<file path="src/verilog/frame_pkg.sv">
/*
 * Shared constants for the SPI control path
 *   SPI byte width
 *   Subperipheral addresses and chip ID value
 *   Graphics command queue sizing
 */

package frame_pkg;

    // SPI framing
    localparam int byte_width = 8;

    // Chip ID register
    localparam logic [byte_width-1:0] chip_id_address = 8'hDB;
    localparam logic [byte_width-1:0] chip_id_value = 8'h81;

    // Graphics queue status byte, overflow in bit 7
    localparam logic [byte_width-1:0] graphics_status_address = 8'h0E;

    // Opcodes 0x10 to 0x1F are queued as commands
    localparam logic [byte_width-1:0] graphics_command_base = 8'h10;

    // Queue sizing, count must hold the full depth
    localparam int graphics_queue_depth = 8;
    localparam int graphics_count_width = 4;

endpackage

</file>
<file path="src/verilog/subperipheral_if.sv">
/*
 * Subperipheral bus between the SPI peripheral, the address selector
 * and the blocks it addresses
 */

interface subperipheral_if
    import frame_pkg::*;
();

    logic [byte_width-1:0] address;   // First byte of the transaction
    logic address_valid;              // Level, high until select rises
    logic [byte_width-1:0] copi;
    logic copi_valid;                 // One cycle per data byte
    logic [byte_width-1:0] cipo;      // Response for the next byte
    logic cipo_valid;

    modport peripheral (
        output address, address_valid, copi, copi_valid,
        input cipo, cipo_valid
    );

    modport selector (
        input address, address_valid,
        output cipo, cipo_valid
    );

    modport subperipheral (
        input address, address_valid, copi, copi_valid
    );

endinterface

</file>
<file path="src/verilog/spi_peripheral.sv">
/*
 * SPI mode 0 peripheral, oversampled by the system clock
 *   Two-flop pin synchronizers and SPI clock edge detection
 *   Address and data byte framing, MSB first
 *   Response shift register loaded at the start of each byte
 */

module spi_peripheral
    import frame_pkg::*;
(
    input logic clock_18MHz_oscillator,
    input logic reset,

    input logic spi_select,
    input logic spi_clock,
    input logic spi_data_in,
    output logic spi_data_out,

    subperipheral_if.peripheral bus
);

logic [1:0] select_sync;
logic [1:0] clock_sync;
logic [1:0] data_sync;
logic clock_previous;

logic select_active;
logic clock_rising;
logic clock_falling;

logic [$clog2(byte_width)-1:0] bit_count;
logic address_pending;              // Next complete byte is the address
logic [byte_width-2:0] copi_shift;
logic [byte_width-1:0] copi_byte;
logic [byte_width-1:0] cipo_shift;

// Pin synchronizers
always_ff @(posedge clock_18MHz_oscillator) begin
    if (reset) begin
        select_sync <= 2'b11;       // Deselected
        clock_sync <= 2'b00;
        clock_previous <= 1'b0;
    end else begin
        select_sync <= {select_sync[0], spi_select};
        clock_sync <= {clock_sync[0], spi_clock};
        clock_previous <= clock_sync[1];
    end
end

always_ff @(posedge clock_18MHz_oscillator) begin
    data_sync <= {data_sync[0], spi_data_in}; // Same delay as the clock
end

assign select_active = ~select_sync[1];
assign clock_rising = clock_sync[1] & ~clock_previous;
assign clock_falling = ~clock_sync[1] & clock_previous;

assign copi_byte = {copi_shift, data_sync[1]};

// Byte framing
always_ff @(posedge clock_18MHz_oscillator) begin
    if (reset) begin
        bit_count <= '0;
        address_pending <= 1'b1;
        bus.address_valid <= 1'b0;
        bus.copi_valid <= 1'b0;
    end else begin
        bus.copi_valid <= 1'b0;

        if (!select_active) begin
            bit_count <= '0;
            address_pending <= 1'b1;
            bus.address_valid <= 1'b0;
        end else if (clock_rising) begin
            bit_count <= bit_count + 1'b1;

            if (bit_count == '1) begin
                address_pending <= 1'b0;
                if (address_pending) begin
                    bus.address_valid <= 1'b1;
                end else begin
                    bus.copi_valid <= 1'b1;
                end
            end
        end
    end
end

// Received data
always_ff @(posedge clock_18MHz_oscillator) begin
    if (select_active && clock_rising) begin
        copi_shift <= copi_byte[byte_width-2:0];

        if (bit_count == '1) begin
            if (address_pending) begin
                bus.address <= copi_byte;
            end else begin
                bus.copi <= copi_byte;
            end
        end
    end
end

// Response shifter, changes on falling edges
always_ff @(posedge clock_18MHz_oscillator) begin
    if (reset) begin
        cipo_shift <= '0;
    end else if (!select_active) begin
        cipo_shift <= '0;
    end else if (clock_falling) begin
        if (bit_count == '0) begin
            // Start of a byte, take whatever the addressed block holds
            cipo_shift <= bus.cipo_valid ? bus.cipo : '0;
        end else begin
            cipo_shift <= {cipo_shift[byte_width-2:0], 1'b0};
        end
    end
end

assign spi_data_out = cipo_shift[byte_width-1];

// Data strobes only come out of a selected transaction
copi_valid_only_when_selected : assert property (
    @(posedge clock_18MHz_oscillator) disable iff (reset)
    bus.copi_valid |-> select_active
);

endmodule

</file>
<file path="src/verilog/spi_subperipheral_selector.sv">
/*
 * Subperipheral address decoder
 *   One-hot enables for chip ID, graphics commands and graphics status
 *   Response mux back to the SPI peripheral
 */

module spi_subperipheral_selector
    import frame_pkg::*;
(
    subperipheral_if.selector bus,

    output logic chip_id_enable,
    output logic graphics_command_enable,
    output logic graphics_status_enable,

    input logic [byte_width-1:0] chip_id_cipo,
    input logic chip_id_cipo_valid,
    input logic [byte_width-1:0] graphics_cipo,
    input logic graphics_cipo_valid
);

always_comb begin
    chip_id_enable = bus.address_valid && (bus.address == chip_id_address);

    // Whole upper nibble block of opcodes
    graphics_command_enable = bus.address_valid &&
        (bus.address[byte_width-1:4] == graphics_command_base[byte_width-1:4]);

    graphics_status_enable = bus.address_valid &&
        (bus.address == graphics_status_address);
end

always_comb begin
    bus.cipo = '0;
    bus.cipo_valid = 1'b0;                // Unmapped addresses stay silent

    if (chip_id_enable) begin
        bus.cipo = chip_id_cipo;
        bus.cipo_valid = chip_id_cipo_valid;
    end else if (graphics_command_enable || graphics_status_enable) begin
        bus.cipo = graphics_cipo;
        bus.cipo_valid = graphics_cipo_valid;
    end
end

endmodule

</file>
<file path="src/verilog/spi_register_chip_id.sv">
/*
 * Read-only chip ID register on the subperipheral bus
 */

module spi_register_chip_id
    import frame_pkg::*;
(
    input logic clock_18MHz_oscillator,
    input logic reset,

    input logic enable,
    output logic [byte_width-1:0] data,
    output logic data_valid
);

always_ff @(posedge clock_18MHz_oscillator) begin
    if (reset) begin
        data <= '0;
        data_valid <= 1'b0;
    end else if (enable) begin
        data <= chip_id_value;
        data_valid <= 1'b1;
    end else begin
        data <= '0;                     // Idle bus reads as zero
        data_valid <= 1'b0;
    end
end

endmodule

</file>
<file path="src/verilog/graphics_command_queue.sv">
/*
 * Graphics command queue
 *   FIFO of opcode and operand pairs with a valid/ready output stream
 *   Sticky overflow when a write meets a full queue
 *   Status byte with overflow and fill count
 */

module graphics_command_queue
    import frame_pkg::*;
(
    input logic clock_18MHz_oscillator,
    input logic reset,

    subperipheral_if.subperipheral bus,
    input logic command_enable,
    input logic status_enable,
    output logic [byte_width-1:0] status_data,
    output logic status_valid,

    output logic [byte_width-1:0] command_opcode,
    output logic [byte_width-1:0] command_operand,
    output logic command_valid,
    input logic command_ready
);

logic [2*byte_width-1:0] entries [graphics_queue_depth];
logic [$clog2(graphics_queue_depth)-1:0] write_pointer;
logic [$clog2(graphics_queue_depth)-1:0] read_pointer;
logic [graphics_count_width-1:0] count;
logic overflow;

logic full;
logic push_request;
logic push;
logic pop;

assign full = (count == graphics_count_width'(graphics_queue_depth));
assign push_request = command_enable && bus.copi_valid;
assign push = push_request && !full;          // Full queue drops the write
assign command_valid = (count != '0);
assign pop = command_valid && command_ready;

assign {command_opcode, command_operand} = entries[read_pointer];

always_ff @(posedge clock_18MHz_oscillator) begin
    if (push) begin
        entries[write_pointer] <= {bus.address, bus.copi};
    end
end

always_ff @(posedge clock_18MHz_oscillator) begin
    if (reset) begin
        write_pointer <= '0;
        read_pointer <= '0;
        count <= '0;
        overflow <= 1'b0;
    end else begin
        if (push) write_pointer <= write_pointer + 1'b1;  // Wraps at the depth
        if (pop) read_pointer <= read_pointer + 1'b1;

        count <= count + graphics_count_width'(push) - graphics_count_width'(pop);

        if (push_request && full) begin
            overflow <= 1'b1;                 // Held until reset
        end
    end
end

// Status byte
always_ff @(posedge clock_18MHz_oscillator) begin
    if (reset) begin
        status_data <= '0;
        status_valid <= 1'b0;
    end else if (status_enable) begin
        status_data <= {overflow, {(byte_width-1-graphics_count_width){1'b0}}, count};
        status_valid <= 1'b1;
    end else begin
        status_data <= '0;
        status_valid <= 1'b0;
    end
end

count_within_depth : assert property (
    @(posedge clock_18MHz_oscillator) disable iff (reset)
    count <= graphics_count_width'(graphics_queue_depth)
);

// Stalled entry must not change under the consumer
output_held_while_stalled : assert property (
    @(posedge clock_18MHz_oscillator) disable iff (reset)
    command_valid && !command_ready |=>
        command_valid && $stable(command_opcode) && $stable(command_operand)
);

endmodule

</file>
<file path="src/verilog/frame_top.sv">
/*
 * SPI control path top level
 *   SPI peripheral, address selector, chip ID register
 *   Graphics command queue with its output stream
 */

module frame_top
    import frame_pkg::*;
(
    input logic clock_18MHz_oscillator,
    input logic reset,

    input logic spi_select,
    input logic spi_clock,
    input logic spi_data_in,
    output logic spi_data_out,

    output logic [byte_width-1:0] command_opcode,
    output logic [byte_width-1:0] command_operand,
    output logic command_valid,
    input logic command_ready
);

subperipheral_if subperipheral_bus ();

logic chip_id_enable;
logic [byte_width-1:0] chip_id_cipo;
logic chip_id_cipo_valid;

logic graphics_command_enable;
logic graphics_status_enable;
logic [byte_width-1:0] graphics_cipo;
logic graphics_cipo_valid;

spi_peripheral spi_peripheral (
    .clock_18MHz_oscillator(clock_18MHz_oscillator),
    .reset(reset),
    .spi_select(spi_select),
    .spi_clock(spi_clock),
    .spi_data_in(spi_data_in),
    .spi_data_out(spi_data_out),
    .bus(subperipheral_bus.peripheral)
);

spi_subperipheral_selector spi_subperipheral_selector (
    .bus(subperipheral_bus.selector),
    .chip_id_enable(chip_id_enable),
    .graphics_command_enable(graphics_command_enable),
    .graphics_status_enable(graphics_status_enable),
    .chip_id_cipo(chip_id_cipo),
    .chip_id_cipo_valid(chip_id_cipo_valid),
    .graphics_cipo(graphics_cipo),
    .graphics_cipo_valid(graphics_cipo_valid)
);

spi_register_chip_id spi_register_chip_id (
    .clock_18MHz_oscillator(clock_18MHz_oscillator),
    .reset(reset),
    .enable(chip_id_enable),
    .data(chip_id_cipo),
    .data_valid(chip_id_cipo_valid)
);

graphics_command_queue graphics_command_queue (
    .clock_18MHz_oscillator(clock_18MHz_oscillator),
    .reset(reset),
    .bus(subperipheral_bus.subperipheral),
    .command_enable(graphics_command_enable),
    .status_enable(graphics_status_enable),
    .status_data(graphics_cipo),
    .status_valid(graphics_cipo_valid),
    .command_opcode(command_opcode),
    .command_operand(command_operand),
    .command_valid(command_valid),
    .command_ready(command_ready)
);

endmodule

</file>
<file path="config.mk">
export PLATFORM = sky130hd
export DESIGN_NAME = frame_top
export DESIGN_NICKNAME = d
export VERILOG_FILES = /design/src/verilog/frame_pkg.sv /design/src/verilog/subperipheral_if.sv /design/src/verilog/spi_peripheral.sv /design/src/verilog/spi_subperipheral_selector.sv /design/src/verilog/spi_register_chip_id.sv /design/src/verilog/graphics_command_queue.sv /design/src/verilog/frame_top.sv
export SDC_FILE = /design/constraint.sdc
export NUM_CORES = 1
export LEC_CHECK = 0
export ABC_CLOCK_PERIOD_IN_PS = 7700
export BUFFER_PORTS_ARGS = -buffer_cell sky130_fd_sc_hd__buf_4
export CAP_MARGIN = 20
export CORE_UTILIZATION = 30
export CTS_CLUSTER_SIZE = 25
export DETAILED_ROUTE_END_ITERATION = 10
export GPL_ROUTABILITY_DRIVEN = 0
export PLACE_DENSITY_LB_ADDON = 0.3
export SETUP_SLACK_MARGIN = 0.3
export SYNTH_ARGS = -nofsm -noshare
export SYNTH_HDL_FRONTEND = slang
export SYNTH_SLANG_ARGS = --single-unit
</file>
<file path="constraint.sdc">
create_clock -name clock_18MHz_oscillator -period 7.7 [get_ports clock_18MHz_oscillator]
set_clock_uncertainty 0.1 [all_clocks]
set_input_delay 0.77 -clock clock_18MHz_oscillator [delete_from_list [all_inputs] [get_ports clock_18MHz_oscillator]]
set_output_delay 0.77 -clock clock_18MHz_oscillator [all_outputs]
set_load 0.05 [all_outputs]
</file>
==> results.json <==
{
  "status": "complete, no violations",
  "worst_slew_pin_slew_ns": 1.07,
  "syn_area_per_cell_um2": 18.5,
  "ys_seq_elements": 193,
  "wirelength_um": 13200,
  "cp-end-kind": "primary output",
  "drt_drc_violations_left": 0,
  "path_cells": "buf_4, mux4_2, mux2_2, buf_4",
  "vdd_drop_max_v": 0.000128,
  "critPathLaunchType": "register",
  "port-buffer-count": 23,
  "tns_ns": 0,
  "dieArea_um2": 24700,
  "grtUsageTotal_pct": 11.7,
  "p_leak_nw": 2.70,
  "vias_per_cell": 4.47,
  "cpLargestDelayFamily": "multiplexers",
  "fmax_mhz": 309,
  "finalHoldViolations": 0,
  "hold_path_class": "register to register",
  "yosys_most_used_dff": "edfxtp_1",
  "wl_met1_um": 6180,
  "ff2ff_path_depth": 6,
  "r2r-start": "spi_peripheral.bus.address[5]$_DFFE_PP_",
  "synth_area_um2": 7240,
  "grt_antenna_before_repair": 0,
  "fillCellCount": 2228,
  "cts_resized": 0,
  "rows": 56,
  "vias": 3404,
  "met2WireLength_um": 6540,
  "whs_endpoint": "spi_peripheral.data_sync[1]$_DFF_P_",
  "cts_made_buffers": 17,
  "final_util_pct": 35.9,
  "hpwl_um": 7930,
  "arrival_ns": 2.37,
  "finalCritPeriodShare_pct": 42.1,
  "coreArea_um2": 23500,
  "cp.buffers_inverters": 2,
  "crit_top_cell": "buf_4",
  "root_buffer": "clkbuf_16",
  "clock-sinks": 193,
  "seqPwrFrac_pct": 45.3,
  "max_stage_delay_ns": 0.58,
  "drt-wirelength-per-cell_um": 17.3,
  "r2r_slack_ns": 5.03,
  "overflow": 0,
  "num_antenna_cells": 0,
  "hold_path_depth": 0,
  "internal-power_mw": 1.85,
  "final-setup-viol-count": 0,
  "yosys_warnings": 0,
  "clockBufferDepth": 2,
  "initial_core_util_pct": 30.7,
  "wl_met3_um": 315,
  "synth_edf_count": 151,
  "grt_pass1_wl_um": 21100,
  "h-tree-depth": 4,
  "ys_async_sr_fraction_pct": 0,
  "total_power_mw": 2.51,
  "synthesis.nets": 409,
  "postCtsHoldBufs": 0,
  "maxCapViolCount": 0,
  "grt_max_degree": 33,
  "drtPass1Iterations": 4,
  "drive_gt1_share_pct": 28.3,
  "clk-insertion-delay-late_ns": 0.43,
  "clkTransAtPathRegs_ns": 0.07,
  "fin_crit_ns": 3.24,
  "fin_nets": 446,
  "pwr-share-clk_pct": 36.0,
  "critPathMaxFanout": 32,
  "p_per_area_nw_per_um2": 297,
  "highest_layer": "met4",
  "worst-setup-path-type": "register to primary output",
  "area_delta_synth_final_pct": 16.7,
  "cts_tree": "yes",
  "synth_cells": 392,
  "post_cts_buffers": 0,
  "grt_setup_unrepaired": "no",
  "ios": 24,
  "die_h_um": 157,
  "drt_iter0_drc": 216,
  "cp.depth": 4,
  "regToRegEndpoint": "graphics_command_queue.entries[6][14]$_DFFE_PP_",
  "maxSlewViolCount": 0,
  "ys_seq_area_share_pct": 74.3,
  "crit_path_top_delay_cell": "mux4_2",
  "drtAntennaViolNets": 0,
  "die_x_um": 157,
  "p_switching_mw": 0.658,
  "critPathRequiredTime_ns": 6.83,
  "yosysUniqueCellTypes": 41,
  "slew_headroom_pct": 28.8,
  "switching_share_pct": 26.3,
  "p_comb_share_pct": 18.7,
  "grt_pass1_vias": 3703,
  "hold_start": "spi_peripheral.data_sync[0]$_DFF_P_"
}
==> synth_stat cells (2+ instances only) <==
master / count / area (µm²)
or2_2: 3 / 18.8
buf_1: 3 / 11.3
edfxtp_1: 151 / 4530
nor3_1: 11 / 55.1
nor2_1: 23 / 86.3
nand2b_1: 4 / 25.0
inv_1: 8 / 30.0
clkbuf_1: 8 / 30.0
a21o_1: 3 / 22.5
xnor2_1: 4 / 35.0
o21ai_0: 2 / 10.0
buf_2: 3 / 15.0
a221oi_1: 3 / 26.3
nor4_1: 7 / 43.8
a31oi_1: 2 / 12.5
dfxtp_1: 42 / 841
and2_1: 2 / 12.5
or3b_2: 2 / 17.5
ha_1: 10 / 125
a21oi_1: 6 / 30.0
a22oi_1: 3 / 22.5
xor2_1: 2 / 17.5
nor2b_1: 10 / 62.6
mux2_2: 16 / 180
buf_6: 3 / 33.8
nand3_1: 5 / 25.0
nand2_1: 11 / 41.3
mux4_2: 32 / 721
==> sequential cells by signal (all words and copies together) (netlist names), 4 cells and up, named ones only <==
register / cells
graphics_command_queue.count: 4
graphics_command_queue.entries: 128
spi_peripheral.bus.copi: 8
spi_peripheral.bus.address: 8
spi_peripheral.cipo_shift: 8
spi_peripheral.copi_shift: 7
graphics_command_queue.status_data: 5
==> worst max-delay path by stage <==
stage,to
2_1_floorplan,graphics_command_queue.entries[0][0]$_DFFE_PP_
3_3_place_gp,command_operand[1]
3_5_place_dp,command_operand[1]
4_1_cts,command_operand[1]
5_1_grt,command_opcode[1]
6_report,command_opcode[5]
==> metrics by stage <==
stage / cells / area, µm² / worst slack (ns) / hold slack (ns)
4_1_cts: 761 / 8440 / 4.38 / 0.232
3_3_place_gp: 728 / 7830 / 4.85 / 0.230
5_1_grt: 761 / 8440 / 4.30 / 0.245
2_1_floorplan: 392 / 7240 / 4.51 / 0.210
3_5_place_dp: 729 / 7840 / 4.85 / 0.218
6_report: 761 / 8440 / 4.46 / 0.233
==> placed cells by master (no fill, tap or decap), types with 5 or more instances in the layout <==
master       n
edfxtp_1   151
dfxtp_1     41
buf_4       35
mux4_2      32
nor2_1      23
clkbuf_16   17
mux2_2      16
nand2_1     11
nor2b_1     10
ha_1        10
inv_1        8
nor3_1       7
nor4_1       6
a21oi_1      6
nand3_1      5
==> power by group through the flow <==
stage	clock network (mW)	logic [mW]	registers [mW]
after floorplan	0	0.390	1.16
after global placement	0	0.473	1.16
after detailed placement	0	0.478	1.16
after CTS	0.925	0.480	1.13
after global routing	0.969	0.509	1.14
final	0.902	0.469	1.13
==> cell type report <==
type,count,area [µm²],share of cell area [%]
Tap cell,319,399,4.73
Inverter,8,30.0,0.356
Timing Repair Buffer,35,263,3.11
Multi-Input combinational cell,174,1770,20.9
Sequential cell,193,5380,63.7
Clock buffer,18,429,5.08
Clock inverter,14,178,2.10
==> metal layers <==
metal | GRT usage [%] | up-vias
li1 | - | 1603
met1 | 14.7 | 1747
met2 | 19.7 | 40
met3 | 3.28 | 14
met4 | 3.74 | 0
met5 | 0 | -
==> logic make-up after synthesis <==
group	after synthesis	synth area share, %
adder cells (fa/ha/maj)	11	2.01
AO/OA/AOI/OAI	24	2.32
XOR/XNOR	6	0.726
multiplexers	49	12.6
buffers and inverters	25	1.66
flip-flops	193	74.3
AND/OR/NAND/NOR	84	6.43
Note: power is estimated with default switching activity, not from simulation.
